==> src/verilog/stream_pkg.sv <==
package stream_pkg;

    localparam int NUM_CHANNELS = 2;

    // Tag carried with each merged byte
    typedef enum logic {
        chan_a = 1'b0,
        chan_b = 1'b1
    } channel_t;

endpackage

==> src/verilog/uart_pkg.sv <==
package uart_pkg;

    // Frame format is fixed at 8N1
    localparam int DATA_BITS = 8;

    // Short bit period keeps simulation fast
    localparam int DEFAULT_CLKS_PER_BIT = 16;

    typedef enum logic [2:0] {
        idle,           // Line high, waiting for a start bit
        start_half,     // Moving to the centre of the start bit
        data_wait,      // Counting one bit period
        data_sample,    // Capturing one data bit
        stop_wait       // Counting to the stop bit centre
    } rx_state_t;

endpackage
==> src/verilog/rx_byte_if.sv <==
`timescale 1ns/10ps

interface rx_byte_if;

    logic                           valid;
    logic                           ready;
    logic [uart_pkg::DATA_BITS-1:0] data;
    logic                           frame_error;    // Stop bit was low

    modport source (
        output valid,
        output data,
        output frame_error,
        input  ready
    );

    modport sink (
        input  valid,
        input  data,
        input  frame_error,
        output ready
    );

endinterface

==> src/verilog/dual_uart_rx.sv <==
`timescale 1ns/10ps

module dual_uart_rx #(
    parameter int CLKS_PER_BIT = uart_pkg::DEFAULT_CLKS_PER_BIT
) (
    input  logic                                      clk,
    input  logic                                      reset_n,
    input  logic                                      rx_a,
    input  logic                                      rx_b,
    output logic                                      out_valid,
    input  logic                                      out_ready,
    output logic [uart_pkg::DATA_BITS-1:0]            out_data,
    output logic [$bits(stream_pkg::channel_t)-1:0]   out_channel,
    output logic                                      out_frame_error,
    output logic [stream_pkg::NUM_CHANNELS-1:0]       overrun     // Bit 0 is channel A
);

    rx_byte_if rx_a_bus ();
    rx_byte_if rx_b_bus ();

    uart_rx #(
        .CLKS_PER_BIT (CLKS_PER_BIT)
    ) u_rx_a (
        .clk     (clk),
        .reset_n (reset_n),
        .rx      (rx_a),
        .rx_bus  (rx_a_bus),
        .overrun (overrun[0])
    );

    uart_rx #(
        .CLKS_PER_BIT (CLKS_PER_BIT)
    ) u_rx_b (
        .clk     (clk),
        .reset_n (reset_n),
        .rx      (rx_b),
        .rx_bus  (rx_b_bus),
        .overrun (overrun[1])
    );

    rx_merge u_merge (
        .clk             (clk),
        .reset_n         (reset_n),
        .in_a            (rx_a_bus),
        .in_b            (rx_b_bus),
        .out_valid       (out_valid),
        .out_ready       (out_ready),
        .out_data        (out_data),
        .out_channel     (out_channel),
        .out_frame_error (out_frame_error)
    );

endmodule

==> src/verilog/rx_merge.sv <==
`timescale 1ns/10ps

module rx_merge (
    input  logic                           clk,
    input  logic                           reset_n,
    rx_byte_if.sink                        in_a,
    rx_byte_if.sink                        in_b,
    output logic                           out_valid,
    input  logic                           out_ready,
    output logic [uart_pkg::DATA_BITS-1:0] out_data,
    output stream_pkg::channel_t           out_channel,
    output logic                           out_frame_error
);

    stream_pkg::channel_t last_grant;
    stream_pkg::channel_t grant;
    logic                 grant_valid;
    logic                 load;

    assign load        = !out_valid || out_ready;       // Output empty or draining
    assign grant_valid = in_a.valid || in_b.valid;

    always_comb begin
        grant = stream_pkg::chan_a;
        if (in_a.valid && in_b.valid) begin
            // Contention goes to the channel that lost last time
            grant = (last_grant == stream_pkg::chan_a) ? stream_pkg::chan_b
                                                       : stream_pkg::chan_a;
        end else if (in_b.valid) begin
            grant = stream_pkg::chan_b;
        end
    end

    assign in_a.ready = load && (grant == stream_pkg::chan_a);
    assign in_b.ready = load && (grant == stream_pkg::chan_b);

    always_ff @(posedge clk) begin
        if (!reset_n) begin
            out_valid  <= 1'b0;
            last_grant <= stream_pkg::chan_b;           // Channel A first after reset
        end else if (load) begin
            out_valid <= grant_valid;
            if (grant_valid) begin
                last_grant <= grant;
            end
        end
    end

    always_ff @(posedge clk) begin
        if (load && grant_valid) begin
            out_channel <= grant;
            if (grant == stream_pkg::chan_b) begin
                out_data        <= in_b.data;
                out_frame_error <= in_b.frame_error;
            end else begin
                out_data        <= in_a.data;
                out_frame_error <= in_a.frame_error;
            end
        end
    end

endmodule

==> src/verilog/uart_rx.sv <==
`timescale 1ns/10ps

module uart_rx #(
    parameter int CLKS_PER_BIT = uart_pkg::DEFAULT_CLKS_PER_BIT
) (
    input  logic      clk,
    input  logic      reset_n,
    input  logic      rx,
    rx_byte_if.source rx_bus,
    output logic      overrun
);

    localparam int CNT_W = $clog2(CLKS_PER_BIT);
    localparam int BIT_W = $clog2(uart_pkg::DATA_BITS + 1);
    localparam logic [CNT_W-1:0] HALF_CNT = CNT_W'(CLKS_PER_BIT / 2 - 1);
    localparam logic [CNT_W-1:0] WAIT_CNT = CNT_W'(CLKS_PER_BIT - 2);
    localparam logic [CNT_W-1:0] LAST_CNT = CNT_W'(CLKS_PER_BIT - 1);
    localparam logic [BIT_W-1:0] ALL_BITS = BIT_W'(uart_pkg::DATA_BITS);

    uart_pkg::rx_state_t state, state_next;
    logic [CNT_W-1:0] clk_cnt, clk_cnt_next;
    logic [BIT_W-1:0] bit_cnt, bit_cnt_next;
    logic [uart_pkg::DATA_BITS-1:0] shift_reg, shift_next;

    logic rx_meta;
    logic rx_sync;
    logic stop_sample;                                  // Stop bit centre this cycle

    logic                           hold_valid;
    logic [uart_pkg::DATA_BITS-1:0] hold_data;
    logic                           hold_frame_error;
    logic                           hold_free;

    always_ff @(posedge clk) begin
        if (!reset_n) begin
            rx_meta <= 1'b1;                            // Idle line level
            rx_sync <= 1'b1;
        end else begin
            rx_meta <= rx;
            rx_sync <= rx_meta;
        end
    end

    always_ff @(posedge clk) begin
        if (!reset_n) begin
            state   <= uart_pkg::idle;
            clk_cnt <= '0;
            bit_cnt <= '0;
        end else begin
            state   <= state_next;
            clk_cnt <= clk_cnt_next;
            bit_cnt <= bit_cnt_next;
        end
    end

    always_ff @(posedge clk) begin
        shift_reg <= shift_next;
    end

    always_comb begin
        state_next   = state;
        clk_cnt_next = clk_cnt;
        bit_cnt_next = bit_cnt;
        shift_next   = shift_reg;
        stop_sample  = 1'b0;

        case (state)
            uart_pkg::idle: begin
                clk_cnt_next = '0;
                bit_cnt_next = '0;
                if (!rx_sync) begin
                    state_next = uart_pkg::start_half;
                end
            end

            uart_pkg::start_half: begin
                clk_cnt_next = clk_cnt + 1'b1;
                if (clk_cnt == HALF_CNT) begin
                    clk_cnt_next = '0;
                    // High at the centre means a glitch, not a start bit
                    state_next = rx_sync ? uart_pkg::idle : uart_pkg::data_wait;
                end
            end

            uart_pkg::data_wait: begin
                clk_cnt_next = clk_cnt + 1'b1;
                if (clk_cnt == WAIT_CNT) begin            // Sample state adds the last clock
                    clk_cnt_next = '0;
                    state_next   = uart_pkg::data_sample;
                end
            end

            uart_pkg::data_sample: begin
                shift_next   = {rx_sync, shift_reg[uart_pkg::DATA_BITS-1:1]};   // LSB first
                bit_cnt_next = bit_cnt + 1'b1;
                state_next   = (bit_cnt == ALL_BITS - 1'b1) ? uart_pkg::stop_wait
                                                           : uart_pkg::data_wait;
            end

            uart_pkg::stop_wait: begin
                if (bit_cnt == ALL_BITS) begin
                    clk_cnt_next = clk_cnt + 1'b1;
                    if (clk_cnt == LAST_CNT) begin
                        stop_sample  = 1'b1;
                        clk_cnt_next = '0;
                        bit_cnt_next = '0;
                        state_next   = rx_sync ? uart_pkg::idle : uart_pkg::stop_wait;
                    end
                end else if (rx_sync) begin
                    state_next = uart_pkg::idle;         // Line released after a low stop bit
                end
            end

            default: begin
                state_next = uart_pkg::idle;
            end
        endcase
    end

    assign hold_free = !hold_valid || rx_bus.ready;

    always_ff @(posedge clk) begin
        if (!reset_n) begin
            hold_valid <= 1'b0;
            overrun    <= 1'b0;
        end else begin
            if (stop_sample && hold_free) begin
                hold_valid <= 1'b1;
            end else if (rx_bus.ready) begin
                hold_valid <= 1'b0;
            end
            if (stop_sample && !hold_free) begin
                overrun <= 1'b1;                        // New byte dropped, sticky
            end
        end
    end

    always_ff @(posedge clk) begin
        if (stop_sample && hold_free) begin
            hold_data        <= shift_reg;
            hold_frame_error <= ~rx_sync;
        end
    end

    assign rx_bus.valid       = hold_valid;
    assign rx_bus.data        = hold_data;
    assign rx_bus.frame_error = hold_frame_error;

endmodule

==> config.mk <==
export PLATFORM = sky130hd
export DESIGN_NAME = dual_uart_rx
export DESIGN_NICKNAME = d
export VERILOG_FILES = /design/src/verilog/stream_pkg.sv /design/src/verilog/uart_pkg.sv /design/src/verilog/rx_byte_if.sv /design/src/verilog/dual_uart_rx.sv /design/src/verilog/rx_merge.sv /design/src/verilog/uart_rx.sv
export SDC_FILE = /design/constraint.sdc
export NUM_CORES = 1
export LEC_CHECK = 0
export BUFFER_PORTS_ARGS = -buffer_cell sky130_fd_sc_hd__buf_2
export CORE_ASPECT_RATIO = 2
export CORE_UTILIZATION = 35
export DETAILED_ROUTE_END_ITERATION = 8
export PLACE_DENSITY = 0.54
export RECOVER_POWER = 50
export SETUP_SLACK_MARGIN = 0.3
export SLEW_MARGIN = 0
export SYNTH_ARGS = -nofsm -noshare
export SYNTH_HDL_FRONTEND = slang
export SYNTH_SLANG_ARGS = --single-unit
==> constraint.sdc <==
create_clock -name clk -period 2.7 [get_ports clk]
set_clock_uncertainty 0.1 [all_clocks]
set_input_delay 0.54 -clock clk [delete_from_list [all_inputs] [get_ports clk]]
set_output_delay 0.54 -clock clk [all_outputs]
set_load 0.02 [all_outputs]
## Word level (Yosys, flattened, before mapping)

Cells that the tools add are included.

| word-level totals | value |
|---|---|
| register bits | 76 |
| output and inout port bits | 13 |
| word-level logic and storage cells | 147 |

| operators by class | value |
|---|---|
| add/sub/neg operators | 4 |
| eq/ne operators | 32 |
| multiplexer cells | 51 |
| bitwise gates (word level) | 3 |
| reductions and logical operators | 32 |

Operators with widths:

| kind | count |
|---|---|
| $mux 3 | 16 |
| $mux 4 | 12 |
| $pmux 4 s4 | 2 |
| $pmux 3 s5 | 2 |
| $eq 4x4->1 const B | 6 |
| $pmux 4 s3 | 2 |
| $add 4x1->4 const B | 4 |
| $eq 4x3->1 const B | 4 |
| $ne 2x1->1 const B | 8 |
| $mux 1 | 14 |
| $eq 3x2->1 const B | 4 |
| $reduce_and 5->1 | 2 |
| $logic_and 1x1->1 | 8 |
| $mux 8 | 1 |
| $reduce_bool 4->1 | 2 |
| $eq 3x1->1 const B | 2 |
| $eq 3x3->1 const B | 2 |
| $logic_not 3->1 | 2 |
| $ne 3x1->1 const B | 2 |
| $ne 3x3->1 const B | 2 |
| $reduce_and 2->1 | 3 |
| $reduce_and 3->1 | 2 |
| $reduce_bool 3->1 | 2 |
| $logic_not 1->1 | 5 |
| other kinds (5) | 13 |

## Longest topological paths before layout

| depth | value |
|---|---|
| depth after elaboration | 7 |
| gate-level depth with buffers | 6 |
| gate-level depth less buffers | 6 |

## Modules after synthesis

Synthesis repeated with hierarchy kept, for this count alone.

| unflattened totals | value |
|---|---|
| cells, all modules | 266 |
| area, all modules | 3324.4 um^2 |

Modules (own cells, without submodules):

| module | times used | cells each | area each (um^2) | seq. area each (um^2) |
|---|---|---|---|---|
| uart_rx | 2 | 117 | 1392.6 | 810.8 |
| rx_merge | 1 | 32 | 539.3 | 340.3 |

## Worst setup path after synthesis

OpenSTA, ideal clock, no wires.

| path | value |
|---|---|
| path type | register to register |
| start point | register u_rx_b.state[2] |
| end point | register u_rx_b.hold_data, in the netlist u_rx_b.rx_bus.data[0], enable pin |
| setup time | 375 ps |
| data arrival time | 1595 ps |
| setup slack | 630 ps |
| stages on the path, launching flop included | 5 |
| path buffers | 1 |
| period minus slack after synthesis | 2070 ps |
| cells stage by stage | dfxtp_1 -> buf_6 -> or3b_4 -> or3_4 -> nor2b_1 |

| on the way | value |
|---|---|
| longest elaborated chain between the ends | 3 |

RTL lines:

| what | line | source |
|---|---|---|
| start, declared | uart_rx.sv:20 | `uart_pkg::rx_state_t state, state_next;` |
| start signal, assigned | uart_rx.sv:46 | `state <= uart_pkg::idle;` |
| start signal, assigned | uart_rx.sv:50 | `state <= state_next;` |
| $eq 3x3->1 | uart_rx.sv:67 | `case (state)` |
| $mux 1 | uart_rx.sv:67 |  |
| $logic_and 1x1->1 | uart_rx.sv:139 | `if (stop_sample && hold_free) begin` |
| end signal, assigned | uart_rx.sv:140 | `hold_data <= shift_reg;` |
| end, declared | uart_rx.sv:30 | `logic [uart_pkg::DATA_BITS-1:0] hold_data;` |

No other way between the ends.
A chain may end at the register's enable or synchronous reset.

## Worst setup path in the final report

| path | value |
|---|---|
| start point | register u_rx_b.hold_valid, in the netlist u_rx_b.rx_bus.valid |
| end point | register u_rx_a.hold_data, in the netlist u_rx_a.rx_bus.data[2], enable pin |

| on the way | value |
|---|---|
| longest elaborated chain between the ends | 6 |
| elaborated cells between the ends (all ways) | 7 |
| classes of those cells | mux (2); bitwise (1); reduce/logical (4) |

RTL lines:

| what | line | source |
|---|---|---|
| start, declared | uart_rx.sv:29 | `logic hold_valid;` |
| start signal, assigned | uart_rx.sv:124 | `hold_valid <= 1'b0;` |
| start signal, assigned | uart_rx.sv:128 | `hold_valid <= 1'b1;` |
| start signal, assigned | uart_rx.sv:130 | `hold_valid <= 1'b0;` |
| $mux 1 or $logic_and 1x1->1 (tied branches) | rx_merge.sv:29, rx_merge.sv:25 |  |
| $mux 1 * | rx_merge.sv:25 | `if (in_a.valid && in_b.valid) begin` |
| via u_merge.grant | rx_merge.sv:16 | `stream_pkg::channel_t grant;` |
| $not 1->1 * | rx_merge.sv:34 | `assign in_a.ready = load && (grant == stream_pkg::chan_a);` |
| $logic_and 1x1->1 * | rx_merge.sv:34 |  |
| $logic_or 1x1->1 * | uart_rx.sv:120 | `assign hold_free = !hold_valid \|\| rx_bus.ready;` |
| $logic_and 1x1->1 * | uart_rx.sv:139 |  |
| end signal, assigned | uart_rx.sv:140 |  |
| end, declared | uart_rx.sv:30 |  |

Mark *: on every way through the listed nets, which the timed path passes. The rest lies on a longest branch.

==> impl_metrics.tcl <==
set metrics [dict create \
    result_of_the_run "completed" \
    die-height_um 138 \
    drcViolationCount 0 \
    grt_antenna_before_repair 0 \
    final_antenna_net_count 0 \
    synth_top_cells_by_area "edfxtp_1, dfxtp_1, mux2_2" \
    postSynthRegisterBits 76 \
    ff2ff_path_depth 4 \
    synth.avg_cell_area_um2 12.0 \
    clock_tree.root_cell "clkbuf_16" \
    wl_per_cell_um 16.3 \
    critPathSlowestCell "nor2b_1" \
    yosysWarningCount 0 \
    yosys.area_share.xor_xnor 0.00538 \
    rsz_0062_raised_after_global_routing "no" \
    cts_max_level 3 \
    placement.setup.worst_slack_ps 555 \
    tritoncts_num_sinks 76 \
    route.final.wire_length_mm 6.48 \
    cts_setup_buffers 0 \
    worstSetupStartpointType "register" \
    tritoncts_clock_tree "done" \
    r2r-start "u_rx_b.rx_bus.valid$_SDFFE_PN0P_" \
    die-area_mm2 0.00972 \
    design.final.nets 304 \
    complex_gate_fraction_of_the_synthesized_area 0.124 \
    synth_cell_types 56 \
    combinational_family_with_the_most_area_after_synthesis "simple AND/OR/NAND/NOR gates" \
    dominantRegCellSynth "edfxtp_1" \
    r2r-end "u_rx_a.rx_bus.data[2]$_DFFE_PP_" \
    cpPeakStageDelay_ps 590 \
    row_count 49 \
    min_period_ps 2220 \
    drv_slew 0 \
    grt_start_max_net_pins 18 \
    multi_input_comb_area_mm2 0.00113 \
    post-route-worst-setup-slack_ps 484 \
    worst_setup_path_startpoint "u_rx_b.rx_bus.valid$_SDFFE_PN0P_" \
    globalRoute.totalOverflow 0 \
    crit_arrival_ps 2070 \
    netlist.area_leader.share 0.406 \
    dp_hpwl_mm 4.81 \
    finalSetupViolations 0 \
    max_cap_viol_count 0 \
    normalized_max_slew_margin 0.492 \
    yosys-top-cells-count "edfxtp_1, dfxtp_1, nor2_1, inv_1, nand2_1" \
    worstPathMaxFanout 11 \
    dr.first_iter.drc_count 111 \
    max-clock-path-buffers 2 \
    vdd_drop_max_uv 369 \
    fin_setup_tns_ps 0 \
    floorplan.initialDensity 0.361 \
    power.density_mw_per_mm2 634 \
    tritoncts_buffers 9 \
    syn_inst 272 \
    io-pin-count 18 \
    async_reset_ff_frac 0 \
    grt.total_usage 0.145 \
    antenna_cells_inserted 0 \
    rrSetupSlack_ps 480 \
    syn_nets 285 \
    global_route_wire_length_before_repair_mm 10.7 \
    total_leakage_power_nw 1.27 \
    vias_per_cell 5.39 \
    synth.cell_area_mm2 0.00326 \
    fillers 872 \
    via_count 2145 \
    number_of_hold_violations_in_the_final_report 0 \
    register_area_mm2 0.00196 \
    routability_congestion_estimate 0.771 \
    final_layout_size_suffix_gt1_frac 0.139 \
    crit_end "u_rx_a.rx_bus.data[2]$_DFFE_PP_" \
    hold_removal_path_class "primary input to register" \
    die-width_um 70.2 \
    netlist.top_cell.by_area "edfxtp_1" \
    synth_seq_area_share 0.602 \
    number_of_global_route_vias_before_repair 2239 \
    coreArea_mm2 0.00901 \
    post_cts_resized 0 \
    place.port_buffers 17 \
    post_synth_and_or_nand_nor_area_fraction 0.152 \
    transition_time_at_the_pin_with_the_least_slew_margin_ps 762 \
    synthMostInstantiatedCell "edfxtp_1" \
    crit_path_category "register to register" \
    ctsHoldBuffers 0 \
    highest_clock_rate_mhz 451 \
    synthAdderAreaFrac 0.0307 \
    period_share 0.821 \
    clock_pin_slew_on_the_worst_setup_and_hold_paths_ps 60 \
    synth_mux_area_frac 0.0342 \
    timing.critical_path.required_ps 2560 \
    timing.critical_path.cells "a21bo_1 -> inv_1 -> o21ai_0 -> nor2b_1" \
    synth_edf_count 44 \
    syn_to_final_growth_pct 11.8 \
    clock_insertion_delay_worst_skew_ps 330 \
    crit_path_end_kind "register" \
    drt_first_pass_iters 6 \
]
[stage by stage]
step	instances	util	power [mW]	cell area, um^2	hold slack [ps]
6_report	398	0.404	2.31	3640	290
5_1_grt	398	0.404	2.39	3640	299
4_1_cts	398	0.405	2.34	3650	279
3_5_place_dp	382	0.376	1.29	3390	292
3_3_place_gp	382	0.376	1.29	3390	293
2_1_floorplan	272	-	1.28	3260	286
[layout by cell type, fill, tap and decap left out, types with 2 or more instances in the layout]
cell type / count
clkinvlp_4: 2
buf_4: 2
a21oi_1: 12
xnor2_1: 2
and3b_1: 2
nor2_1: 19
buf_2: 12
clkinv_1: 2
o21ai_0: 12
mux2_2: 9
edfxtp_1: 44
and3_1: 5
o31ai_1: 2
a32oi_1: 2
clkbuf_16: 9
a211oi_1: 2
nand3_1: 10
nand2b_1: 4
inv_1: 17
nand3b_1: 5
clkbuf_1: 7
dfxtp_1: 32
nand4b_1: 2
nor4b_1: 2
ha_1: 8
clkinv_2: 2
o22ai_1: 4
or3b_4: 2
o21ai_1: 2
nor2b_1: 7
o211ai_1: 4
nor3_1: 4
o21a_1: 3
or3_1: 2
a31oi_1: 3
nand2_1: 13
a2111oi_0: 3
o311ai_0: 2
[cell type report]
class,count,share of cell area
tap,102,0.0351
clock buffer,10,0.0629
multi-input combinational,167,0.310
clock inverter,6,0.00893
timing repair buffer,20,0.0268
inverter,17,0.0175
sequential,76,0.539
[metal layers]
layer,global-route usage,part of all wire
met2,0.271,0.56
met3,0.0299,0.032
met4,0.102,0.048
met5,0,0
met1,0.134,0.36
[worst min-delay path by stage]
| stage | cells after the start | to | from | slack (ps) |
|---|---|---|---|---|
| floorplan | 1 | u_rx_a.rx_sync$_SDFF_PN1_ | u_rx_a.rx_meta$_SDFF_PN1_ | 290 |
| global placement | 1 | u_rx_a.rx_sync$_SDFF_PN1_ | u_rx_a.rx_meta$_SDFF_PN1_ | 290 |
| detailed placement | 1 | u_rx_a.rx_sync$_SDFF_PN1_ | u_rx_a.rx_meta$_SDFF_PN1_ | 290 |
| CTS | 2 | u_rx_b.rx_meta$_SDFF_PN1_ | rx_b | 280 |
| global route | 2 | u_rx_b.rx_meta$_SDFF_PN1_ | rx_b | 300 |
| finish | 2 | u_rx_b.rx_meta$_SDFF_PN1_ | rx_b | 290 |
[power breakdown]
| part | leakage (nW) | internal, mW | switching, mW |
|---|---|---|---|
| registers | 0.654 | 1.22 | 0.00535 |
| logic | 0.488 | 0.0148 | 0.0271 |
| clock network | 0.123 | 0.611 | 0.433 |
[critical path: cells and delay by family (launching register included)]
kind                   cells  cell delay (ps)
AOI/OAI and AO/OA          2              720
buffers and inverters      1              100
DFF                        1              330
and+or+nand+nor            1              590
[cell families (layout without fill, tap and decap cells)]
kind of cell / Yosys count / in the layout
AOI/OAI and AO/OA: 61 / 61
xor gates and xnor gates: 2 / 2
adders and majority gates: 8 / 8
buffers and inverters: 29 / 53
DFF: 76 / 76
muxes: 10 / 10
and+or+nand+nor: 86 / 86
Power figures use the tool's default switching activity.
